### src/hw/render_pkg.sv
package render_pkg;

    // Datapath widths
    localparam int coord_w = 11;
    localparam int color_w = 3;
    localparam int rgb_w   = 6;

    // Palette indices shared by the sprite ROM and the obstacle plaque
    localparam logic [color_w-1:0] color_transparent = 3'd0;
    localparam logic [color_w-1:0] color_goose_body  = 3'd1;
    localparam logic [color_w-1:0] color_black       = 3'd2;
    localparam logic [color_w-1:0] color_beak        = 3'd3;
    localparam logic [color_w-1:0] color_gold        = 3'd4;
    localparam logic [color_w-1:0] color_white       = 3'd5;
    localparam logic [color_w-1:0] color_red         = 3'd6;

    // Bit positions in the registered layer vector
    localparam int layer_goose    = 0;
    localparam int layer_obstacle = 1;
    localparam int layer_floor    = 2;
    localparam int layer_sky      = 3;
    localparam int layer_dots     = 4;
    localparam int layer_count    = 5;

    // Backdrop colours as {R, G, B}
    localparam logic [rgb_w-1:0] sky_rgb   = {2'd0, 2'd3, 2'd3};
    localparam logic [rgb_w-1:0] floor_rgb = {2'd1, 2'd1, 2'd1};
    localparam logic [rgb_w-1:0] dot_rgb   = {2'd2, 2'd2, 2'd2};

    // Screen and sprite geometry in pixels
    localparam logic [coord_w-1:0] screen_width    = 11'd640;
    localparam logic [coord_w-1:0] goose_x         = 11'd64;
    // 16x16 ROM drawn at 2x scale
    localparam logic [coord_w-1:0] goose_size_px   = 11'd32;
    localparam logic [coord_w-1:0] obstacle_w      = 11'd40;
    localparam logic [coord_w-1:0] obstacle_h      = 11'd48;
    // Start offset keeps the gap small when the first obstacle wraps
    localparam logic [coord_w-1:0] obstacle_offset = 11'd334;

    // Index to {R[1:0], G[1:0], B[1:0]}
    function automatic logic [rgb_w-1:0] palette(input logic [color_w-1:0] idx);
        logic [rgb_w-1:0] rgb;
        case (idx)
            color_goose_body: rgb = {2'd2, 2'd2, 2'd1};
            color_black:      rgb = {2'd0, 2'd0, 2'd0};
            color_beak:       rgb = {2'd3, 2'd2, 2'd1};
            color_gold:       rgb = {2'd3, 2'd2, 2'd0};
            color_white:      rgb = {2'd3, 2'd3, 2'd3};
            color_red:        rgb = {2'd2, 2'd0, 2'd0};
            default:          rgb = '0;
        endcase
        return rgb;
    endfunction

endpackage

### src/hw/backdrop.sv
module backdrop #(
    parameter logic [render_pkg::coord_w-1:0] FLOOR_Y
) (
    input  logic [9:0]                      haddr,
    input  logic [9:0]                      vaddr,
    input  logic [render_pkg::coord_w-1:0]  scrolladdr,
    input  logic                            display_on,
    output logic                            sky_hit,
    output logic                            floor_hit,
    output logic                            dot_hit
);
    import render_pkg::*;

    logic [coord_w-1:0] vaddr_ext;
    logic               above_floor;
    logic               on_floor_line;
    logic [3:0]         dot_phase;

    assign vaddr_ext = {1'b0, vaddr};

    assign above_floor   = vaddr_ext < FLOOR_Y;
    assign on_floor_line = vaddr_ext == FLOOR_Y;

    // Only the low four bits of haddr + scroll matter for a 16 pixel pattern
    assign dot_phase = haddr[3:0] + scrolladdr[3:0];

    assign sky_hit   = display_on && above_floor;
    assign floor_hit = display_on && !above_floor;

    // Four lit pixels out of every sixteen on the top floor row
    assign dot_hit = display_on && on_floor_line &&
                     (dot_phase >= 4'd2) && (dot_phase <= 4'd5);

endmodule

### src/hw/goose_sprite.sv
module goose_sprite #(
    parameter logic [render_pkg::coord_w-1:0] FLOOR_Y
) (
    input  logic [9:0]                    haddr,
    input  logic [9:0]                    vaddr,
    input  logic [6:0]                    jump_pos,
    input  logic                          display_on,
    input  logic                          game_start_blink,
    input  logic                          game_over,
    output logic                          goose_hit,
    output logic [render_pkg::rgb_w-1:0]  goose_rgb
);
    import render_pkg::*;

    logic [coord_w-1:0] haddr_ext;
    logic [coord_w-1:0] vaddr_ext;
    logic [coord_w-1:0] goose_top;
    logic [coord_w-1:0] row_offset;
    logic               in_bounds;
    logic [3:0]         rom_x;
    logic [3:0]         rom_y;
    logic [color_w-1:0] pixel_idx;
    logic [color_w-1:0] color_idx;

    // One 3-bit index per pixel, leftmost pixel in the top bits
    function automatic logic [color_w-1:0] goose_rom(input logic [3:0] row, input logic [3:0] col);
        logic [16*color_w-1:0] bits;
        int unsigned           shift;
        case (row)
            4'd2:    bits = 48'b000_000_000_000_000_000_000_000_000_000_010_010_010_010_010_000;
            4'd3,
            4'd4,
            4'd5:    bits = 48'b000_000_000_000_000_000_000_000_000_000_010_010_010_010_010_011;
            4'd6,
            4'd7,
            4'd8,
            4'd9:    bits = 48'b000_000_000_000_000_000_000_000_000_000_010_010_010_000_000_000;
            4'd10,
            4'd11,
            4'd12,
            4'd13,
            4'd14:   bits = 48'b000_000_001_001_001_001_001_001_001_001_001_001_001_000_000_000;
            4'd15:   bits = 48'b000_000_000_000_010_010_000_000_000_010_010_000_000_000_000_000;
            default: bits = '0;
        endcase
        shift = (15 - int'(col)) * color_w;
        return bits[shift +: color_w];
    endfunction

    assign haddr_ext = {1'b0, haddr};
    assign vaddr_ext = {1'b0, vaddr};

    // Jumping lifts the sprite above its resting row
    assign goose_top  = FLOOR_Y - goose_size_px - {4'd0, jump_pos};
    assign row_offset = vaddr_ext - goose_top;

    assign in_bounds = (haddr_ext >= goose_x) && (haddr_ext < goose_x + goose_size_px) &&
                       (vaddr_ext >= goose_top) && (vaddr_ext < goose_top + goose_size_px);

    // Dropping bit 0 doubles every ROM pixel in both directions
    assign rom_x = haddr[4:1];
    assign rom_y = row_offset[4:1];

    assign pixel_idx = goose_rom(rom_y, rom_x);

    assign goose_hit = display_on && game_start_blink && in_bounds &&
                       (pixel_idx != color_transparent);

    // Whole goose turns red once the game is lost
    assign color_idx = game_over ? color_red : pixel_idx;
    assign goose_rgb = palette(color_idx);

endmodule

### src/hw/obstacle_plaque.sv
module obstacle_plaque #(
    parameter logic [render_pkg::coord_w-1:0] FLOOR_Y,
    parameter logic [render_pkg::coord_w-1:0] OBSTACLE_GAP
) (
    input  logic [9:0]                      haddr,
    input  logic [9:0]                      vaddr,
    input  logic [render_pkg::coord_w-1:0]  scrolladdr,
    input  logic                            display_on,
    input  logic                            obstacle_active,
    output logic                            obstacle_hit,
    output logic [render_pkg::rgb_w-1:0]    obstacle_rgb
);
    import render_pkg::*;

    logic [coord_w-1:0] haddr_ext;
    logic [coord_w-1:0] vaddr_ext;
    logic [coord_w-1:0] obstacle_top;
    logic [coord_w-1:0] obs1_x;
    logic [coord_w-1:0] obs2_x;
    logic [coord_w-1:0] sel_x;
    logic [coord_w-1:0] local_x;
    logic [coord_w-1:0] local_y;
    logic               rows_hit;
    logic               obs1_in;
    logic               obs2_in;
    logic               outline;

    assign haddr_ext = {1'b0, haddr};
    assign vaddr_ext = {1'b0, vaddr};

    assign obstacle_top = FLOOR_Y - obstacle_h;

    // Left edges move left as the scroll grows and wrap at 2048
    assign obs1_x = screen_width - scrolladdr + obstacle_offset;
    assign obs2_x = obs1_x + OBSTACLE_GAP;

    // Both plaques stand on the floor
    assign rows_hit = (vaddr_ext >= obstacle_top) && (vaddr_ext < FLOOR_Y);

    assign obs1_in = rows_hit && (haddr_ext >= obs1_x) && (haddr_ext < obs1_x + obstacle_w);
    assign obs2_in = rows_hit && (haddr_ext >= obs2_x) && (haddr_ext < obs2_x + obstacle_w);

    // First obstacle wins where both overlap
    assign sel_x   = obs1_in ? obs1_x : obs2_x;
    assign local_x = haddr_ext - sel_x;
    assign local_y = vaddr_ext - obstacle_top;

    // Two pixel black border on left, right and top
    assign outline = (local_x < 11'd2) || (local_x > obstacle_w - 11'd3) ||
                     (local_y < 11'd2);

    assign obstacle_hit = display_on && obstacle_active && (obs1_in || obs2_in);
    assign obstacle_rgb = palette(outline ? color_black : color_gold);

endmodule

### src/hw/layer_compositor.sv
module layer_compositor (
    input  logic                          clk,
    input  logic                          sys_rst,
    input  logic                          sky_hit,
    input  logic                          floor_hit,
    input  logic                          dot_hit,
    input  logic                          goose_hit,
    input  logic [render_pkg::rgb_w-1:0]  goose_rgb,
    input  logic                          obstacle_hit,
    input  logic [render_pkg::rgb_w-1:0]  obstacle_rgb,
    output logic [1:0]                    R,
    output logic [1:0]                    G,
    output logic [1:0]                    B,
    output logic                          collision
);
    import render_pkg::*;

    logic [layer_count-1:0] layers_q;
    logic [rgb_w-1:0]       goose_rgb_q;
    logic [rgb_w-1:0]       obstacle_rgb_q;
    logic [rgb_w-1:0]       pixel_rgb;

    always_ff @(posedge clk) begin
        if (sys_rst) begin
            layers_q <= '0;
        end else begin
            layers_q[layer_goose]    <= goose_hit;
            layers_q[layer_obstacle] <= obstacle_hit;
            layers_q[layer_floor]    <= floor_hit;
            layers_q[layer_sky]      <= sky_hit;
            layers_q[layer_dots]     <= dot_hit;
        end
    end

    // Sprite colours travel alongside the layer bits
    always_ff @(posedge clk) begin
        goose_rgb_q    <= goose_rgb;
        obstacle_rgb_q <= obstacle_rgb;
    end

    // Front to back: goose, obstacle, dots, floor, sky
    always_comb begin
        pixel_rgb = '0;
        if (layers_q[layer_goose]) begin
            pixel_rgb = goose_rgb_q;
        end else if (layers_q[layer_obstacle]) begin
            pixel_rgb = obstacle_rgb_q;
        end else if (layers_q[layer_dots]) begin
            pixel_rgb = dot_rgb;
        end else if (layers_q[layer_floor]) begin
            pixel_rgb = floor_rgb;
        end else if (layers_q[layer_sky]) begin
            pixel_rgb = sky_rgb;
        end
    end

    assign R = pixel_rgb[5:4];
    assign G = pixel_rgb[3:2];
    assign B = pixel_rgb[1:0];

    // Opaque goose over opaque obstacle
    assign collision = layers_q[layer_goose] & layers_q[layer_obstacle];

endmodule

### src/hw/rendering.sv
module rendering #(
    parameter logic [render_pkg::coord_w-1:0] FLOOR_Y      = 11'd240,
    parameter logic [render_pkg::coord_w-1:0] OBSTACLE_GAP = 11'd344
) (
    input  logic                            clk,
    input  logic                            sys_rst,
    input  logic [9:0]                      haddr,
    input  logic [9:0]                      vaddr,
    input  logic [render_pkg::coord_w-1:0]  scrolladdr,
    input  logic [6:0]                      jump_pos,
    input  logic                            display_on,
    input  logic                            game_over,
    input  logic                            game_start_blink,
    input  logic                            obstacle_active,
    output logic [1:0]                      R,
    output logic [1:0]                      G,
    output logic [1:0]                      B,
    output logic                            collision
);
    import render_pkg::*;

    logic             sky_hit;
    logic             floor_hit;
    logic             dot_hit;
    logic             goose_hit;
    logic [rgb_w-1:0] goose_rgb;
    logic             obstacle_hit;
    logic [rgb_w-1:0] obstacle_rgb;

    backdrop #(
        .FLOOR_Y (FLOOR_Y)
    ) i_backdrop (
        .haddr, .vaddr, .scrolladdr, .display_on,
        .sky_hit, .floor_hit, .dot_hit
    );

    goose_sprite #(
        .FLOOR_Y (FLOOR_Y)
    ) i_goose_sprite (
        .haddr, .vaddr, .jump_pos, .display_on, .game_start_blink, .game_over,
        .goose_hit, .goose_rgb
    );

    obstacle_plaque #(
        .FLOOR_Y      (FLOOR_Y),
        .OBSTACLE_GAP (OBSTACLE_GAP)
    ) i_obstacle_plaque (
        .haddr, .vaddr, .scrolladdr, .display_on, .obstacle_active,
        .obstacle_hit, .obstacle_rgb
    );

    // Single register stage between the raster inputs and the pixel outputs
    layer_compositor i_layer_compositor (
        .clk, .sys_rst,
        .sky_hit, .floor_hit, .dot_hit,
        .goose_hit, .goose_rgb, .obstacle_hit, .obstacle_rgb,
        .R, .G, .B, .collision
    );

endmodule

### config.mk
export PLATFORM = sky130hd
export DESIGN_NAME = rendering
export DESIGN_NICKNAME = d
export VERILOG_FILES = /design/src/hw/render_pkg.sv /design/src/hw/backdrop.sv /design/src/hw/goose_sprite.sv /design/src/hw/obstacle_plaque.sv /design/src/hw/layer_compositor.sv /design/src/hw/rendering.sv
export SDC_FILE = /design/constraint.sdc
export NUM_CORES = 1
export LEC_CHECK = 0
export ABC_AREA = 0
export BUFFER_PORTS_ARGS = -buffer_cell sky130_fd_sc_hd__buf_4
export CAP_MARGIN = 30
export CORE_ASPECT_RATIO = 0.7
export CORE_UTILIZATION = 35
export CTS_CLUSTER_SIZE = 20
export DETAILED_ROUTE_END_ITERATION = 8
export GPL_ROUTABILITY_DRIVEN = 1
export PLACE_DENSITY_LB_ADDON = 0.3
export SLEW_MARGIN = 15
export SYNTH_ARGS = -nofsm -noshare
export SYNTH_HDL_FRONTEND = slang
export SYNTH_SLANG_ARGS = --single-unit
### constraint.sdc
create_clock -name clk -period 4.5 [get_ports clk]
set_input_delay 0.225 -clock clk [delete_from_list [all_inputs] [get_ports clk]]
set_output_delay 0.225 -clock clk [all_outputs]
set_load 0.01 [all_outputs]
# Word level (Yosys, flattened, before mapping)
# Memories as Yosys holds them, arrays and structs flattened.
# Index checks and enable logic that the tools add are counted.
dict set report op_classes {
  eq_ne 11
  reduce_logical 23
  muxes 10
  div 0
  mul 1
  bitwise_logic 1
  n_lt_le_gt_ge 15
  n_addsub 12
  n_shift 1
}
# operator count
set op_table {}
lappend op_table {{$pmux W6 S5} 2}
lappend op_table {{$shiftx A48 B33 Y3} 1}
lappend op_table {{$add A11 B6 Y11 const B} 3}
lappend op_table {{$ge A10 B11 Y1} 3}
lappend op_table {{$lt A10 B11 Y1} 3}
lappend op_table {{$mul A32 B3 Y32 const B} 1}
lappend op_table {{$mux W6} 4}
lappend op_table {{$add A11 B9 Y11 const B} 2}
lappend op_table {{$lt A11 B2 Y1 const B} 2}
lappend op_table {{$eq A3 B3 Y1 const B} 6}
lappend op_table {{$logic_and A1 B1 Y1} 18}
lappend op_table {{$gt A11 B6 Y1 const B} 1}
lappend op_table {{$mux W11} 1}
lappend op_table {{$sub A10 B11 Y11} 1}
lappend op_table {{$sub A10 B11 Y11 const A} 1}
lappend op_table {{$sub A10 B8 Y11 const B} 1}
lappend op_table {{$eq A10 B8 Y1 const B} 1}
lappend op_table {{$ge A10 B7 Y1 const B} 1}
lappend op_table {{$ge A10 B8 Y1 const B} 1}
lappend op_table {{$lt A10 B7 Y1 const B} 1}
lappend op_table {{$lt A10 B8 Y1 const B} 1}
lappend op_table {{$sub A8 B7 Y9 const A} 1}
lappend op_table {{$eq A3 B1 Y1 const B} 2}
lappend op_table {{$eq A3 B2 Y1 const B} 2}
lappend op_table {{11 further kinds} 14}
dict set report word_totals {
  in_bits 44
  ff_bits 17
  ramBits 0
  rom_bits 336
  latchBits 0
  mem_count 1
}
# memory depth word_bits rd rd_clocked_by_memory_dff wr line
set memory_table {}
lappend memory_table {{(no name shown)} 16 21 1 0 0 goose_sprite.sv:29} ;# case (row)

# Logic depth before layout (Yosys ltp)
dict set report depth {
  depth_word 13
  ltp_mapped 23
}

# Modules after synthesis
# Synthesis repeated with hierarchy kept, for this count alone.
dict set report hier_totals {
  hier_cells 564
  area_unflattened_um2 4357.9
}
# mod seq_area_each_um2 n_inst cells_per_inst area_per_inst_um2
set modules_own_cells {}
lappend modules_own_cells {obstacle_plaque 0.0 1 257 1979.4}
lappend modules_own_cells {goose_sprite 0.0 1 246 1686.6}
lappend modules_own_cells {layer_compositor 340.3 1 42 518.0}
lappend modules_own_cells {backdrop 0.0 1 19 173.9}

# Worst setup path before layout
# No wires, ideal clock.
dict set report synth_path {
  path_type {input -> register}
  start {input scrolladdr[0] (netlist name)}
  end {register i_layer_compositor.obstacle_rgb_q[4]}
  t_required_ps 4408
  cell_stages 23
  slack_ps -93
  setup_time_ps 92
  arrival_time_ps 4501
  cell_sequence {ha_1 -> nand3_1 -> nor3b_1 -> nor2_1 -> xnor2_1 -> inv_1 -> nor3_1 -> xnor2_1 -> ha_1 -> o2111ai_1 -> a21oi_1 -> o31ai_1 -> nand4_2 -> xnor2_1 -> ha_1 -> o21ai_0 -> nand2b_1 -> a21o_1 -> a21o_1 -> a31oi_1 -> o21ai_0 -> xnor2_1 -> nor4_1}
}
dict set report synth_between {
  elab_chain_len 13
  word_cells_on_any_way 21
  cone_classes {5 x add/sub; 4 x order compare; 5 x eq/ne; 3 x mux; 4 x reduce/logical}
}
# element line
set synth_rtl {}
lappend synth_rtl {{from (decl)} rendering.sv:9} ;# input logic [render_pkg::coord_w-1:0] scrolladdr,
lappend synth_rtl {{$sub A10 B11 Y11 *} obstacle_plaque.sv:34} ;# assign obs1_x = screen_width - scrolladdr + obstacle_offset;
lappend synth_rtl {{$add A11 B9 Y11 *} obstacle_plaque.sv:34}
lappend synth_rtl {{$add A11 B6 Y11 / $ge A10 B11 Y1 (equally long branches)} obstacle_plaque.sv:40} ;# assign obs1_in = rows_hit && (haddr_ext >= obs1_x) && (haddr_ext < obs1_x + obstacle_w);
lappend synth_rtl {{$lt A10 B11 Y1 / $logic_and A1 B1 Y1 (equally long branches)} obstacle_plaque.sv:40}
lappend synth_rtl {{$logic_and A1 B1 Y1} obstacle_plaque.sv:40}
lappend synth_rtl {{$mux W11 *} obstacle_plaque.sv:44} ;# assign sel_x = obs1_in ? obs1_x : obs2_x;
lappend synth_rtl {{$sub A10 B11 Y11 *} obstacle_plaque.sv:45} ;# assign local_x = haddr_ext - sel_x;
lappend synth_rtl {{$lt A11 B2 Y1 / $gt A11 B6 Y1 (equally long branches)} obstacle_plaque.sv:49} ;# assign outline = (local_x < 11'd2) || (local_x > obstacle_w - 11'd3) ||
lappend synth_rtl {{$logic_or A1 B1 Y1 * (2 in a row)} obstacle_plaque.sv:49}
lappend synth_rtl {{$mux W3 *} obstacle_plaque.sv:53} ;# assign obstacle_rgb = palette(outline ? color_black : color_gold);
lappend synth_rtl {{$eq A3 B3 Y1 (tied with other cells)} render_pkg.sv:43} ;# case (idx)
lappend synth_rtl {{$pmux W6 S5 *} render_pkg.sv:43}
lappend synth_rtl {{to (signal assigned)} layer_compositor.sv:38} ;# obstacle_rgb_q <= obstacle_rgb;
lappend synth_rtl {{to (decl)} layer_compositor.sv:20} ;# logic [rgb_w-1:0] obstacle_rgb_q;
# Mark *: on every way between the ends. The rest lies on a longest branch, timed or not.
# A chain may end at the register's enable or synchronous reset.

# Worst setup path in the final report
# Same ends and word-level chain as after synthesis.

==> results by group <==
Global route
  – GR Overflow Total: 0
  – Largest net degree at the start of global routing: 19
  – Initial antenna violation count: 0
  – Vias in the first global route: 3368
  – Total track usage: 19.8%
  – First-pass GRT wire length: 16700 um

Place
  – Detailed placement HPWL: 8410 um
  – Place WS: -15.0 ps
  – IO Port Bufs: 50
  – Final Wtd Congestion: 0.938
  – Placed cell area: 0.00414 mm2

Cells and area
  – Ant diodes: 0
  – Commonest non-fill, non-tap cell in the layout: buf_4
  – Most frequent cells in the layout: buf_4 (64), ha_1 (63), nand2_1 (40)
  – Layout cell share with drive strength beyond 1: 17.5%
  – Area delta synth->final: 18.9%
  – Net count, final: 633
  – Design area: 0.00425 mm2

Detailed routing
  – WL final: 10100 um
  – Routed wl met2: 4030 um
  – Number of vias per cell: 5.61
  – DR iter-0 viols: 219
  – DR top layer: met4
  – Drt first pass iters: 5
  – Routed len/inst: 15.6 um
  – Final ANT Viol Nets: 0
  – Met3 WL: 757 um
  – Wl on met1: 5220 um
  – Routed via count: 3639
  – # DRC: 0

Clock tree
  – CTS tree: built
  – Clock tree buffer depth: 2
  – Worst-path clk slew: 40 ps
  – Root Buffer: clkbuf_16
  – Clock sink count: 11
  – CTS hold repair buffers: 0
  – Total CTS buffers: 3
  – H-tree depth: 1

Yosys
  – EDFF count, synth: 0
  – Syn Nets: 577
  – Synth Area in Simple Gates: 20.6%
  – Synth area leaders: ha_1 (22%), xnor2_1 (7.4%), dfxtp_1 (6.2%)
  – Sequential area share after synthesis: 6.16%
  – Largest family of logic cells by synthesized area: compound AO/OA/AOI/OAI gates
  – Cell taking the most area after synthesis: ha_1
  – Unique masters post-synth: 74
  – Post-synth top flop: dfxtp_1
  – Synthesized-area fraction occupied by adder cells: 24.3%
  – Flops & latches, synth: 11
  – Xor and xnor fraction of the mapped netlist area: 14.2%
  – Post-synth ARST share: 0%
  – Post-synthesis mux area share: 1.72%
  – Post-Synthesis Cell Area: 0.00357 mm2
  – Yosys top cell area share: 22.1%
  – YS warnings: 0
  – Complex-gate fraction of the synthesized area: 27.2%
  – Gate Count Post-Synth: 466
  – Synth Area per Inst: 7.67 um2

STA
  – Final Hold Vio Count: 0
  – Measured slew at the worst slew-check pin: 623 ps
  – Relative slew margins: 58.4%
  – Setup WS post-layout: 324 ps
  – Min Tclk post-route: 4180 ps
  – Count of pins over their slew limit: 0
  – Tcrit/Tclk final: 92.8%
  – Hold_ws: 189 ps
  – Fmax: 239 MHz
  – Setup violations, final: 0

Power
  – Total power: 1090 uW
  – Power density over the cells: 256 mW/mm2
  – P_leak: 0.00194 uW
  – Clk pwr share: 15.5%
  – Net Sw Frac: 47.1%
  – Part of the power in combinational logic: 74.1%
  – Sequential Power Share: 10.3%
  – Maximum VDD drop: 0.120 mV
  – Net Sw Power: 512 uW
  – Internal power: 576 uW

Floorplanning
  – Core Box Area: 0.00980 mm2
  – Initial Utilization: 36.5%
  – Number of core rows: 30
  – Overall die width: 123 um
  – Chip height: 86.6 um
  – Io pins: 51
  – Full die area: 0.0106 mm2

Min path
  – Hold Crit Class: input pin to flip-flop

Setup path
  – Startpoint Class: input pin
  – Worst Path Arrival: 4330 ps
  – Crit path kind: input pin to flip-flop
  – Crit Path Max Fanout: 7
  – Crit path capture type: flip-flop
  – Worst path required time: 4660 ps

Flow run
  – Maxcap violations: 0

Status
  – Status: finished clean
final timing paths:
kind | startpoint | endpoint | slack (ps) | cells past startpoint
max | scrolladdr[0] | i_layer_compositor.obstacle_rgb_q[4] | 320 | 24
min | game_over | i_layer_compositor.goose_rgb_q[0] | 190 | 2
power by group through the flow:
| stage | logic [uW] | registers [uW] | clock network, uW |
|---|---|---|---|
| 5_1_grt | 901 | 113 | 177 |
| 4_1_cts | 791 | 113 | 171 |
| 6_report | 807 | 113 | 169 |
| 2_1_floorplan | 592 | 113 | 0 |
| 3_3_place_gp | 770 | 114 | 0 |
| 3_5_place_dp | 784 | 114 | 0 |
critical path: stages:
cell and delay, ps:
buf_4 130, ha_1 210, nand3_1 140, nor3b_2 220
buf_4 150, xnor2_2 60, buf_4 170, nor3_2 230
xnor2_1 170, ha_1 290, o2111ai_1 100, a21oi_1 80
o31ai_2 310, nand4_2 180, xnor2_1 170, ha_1 280
o21ai_0 80, nand2b_1 100, a21o_1 180, a21o_1 200
a31oi_2 230, o21ai_0 140, xnor2_1 140, nor4_1 150
through the flow:
step | setup TNS, ps | utilization (%) | std cells
3_3_place_gp | 0 | 42.3 | 644
5_1_grt | -39.0 | 43.4 | 649
6_report | 0 | 43.4 | 649
3_5_place_dp | -15.0 | 42.3 | 644
4_1_cts | 0 | 43.1 | 648
2_1_floorplan | 0 | - | 466
layout make-up:
cell class	instances	area (um2)
flip-flops and latches	11	220
fillers	986	5550
multi-input cells	404	3170
well taps	128	160
clock buffers	4	78.8
inverters	38	143
repair buffers	64	480
per-layer routing:
metal	vias to the layer above	global-route usage [%]
met5	-	0
met4	0	3.88
met3	7	3.36
met2	142	28.9
met1	1679	29.9
li1	1811	-
cells in the mapped netlist (8+ instances only):
cell / count
nand2b_1: 10
nor3_1: 10
o21ai_0: 24
nand3_1: 12
xor2_1: 21
clkbuf_1: 8
a21oi_1: 31
a21o_1: 15
dfxtp_1: 11
ha_1: 63
nor2b_1: 10
nor2_1: 24
inv_1: 35
xnor2_1: 30
nand2_1: 40
cell families after synthesis:
group | after synthesis
fa+ha+maj | 67
flops | 11
buf+inv | 51
simple gates | 141
mux | 6
compound gates | 136
xor+xnor | 54
flip-flops by register name (all words and copies together) (netlist names):
signal	cells
i_layer_compositor.obstacle_rgb_q	1
i_layer_compositor.layers_q	5
i_layer_compositor.goose_rgb_q	5
repair_timing:
item / in CTS / in global routing
buffers inserted: 0 / 1
resized for setup: 0 / 3
endpoints found under the setup margin: 0 / 1
(Power assumes the default switching activity.)
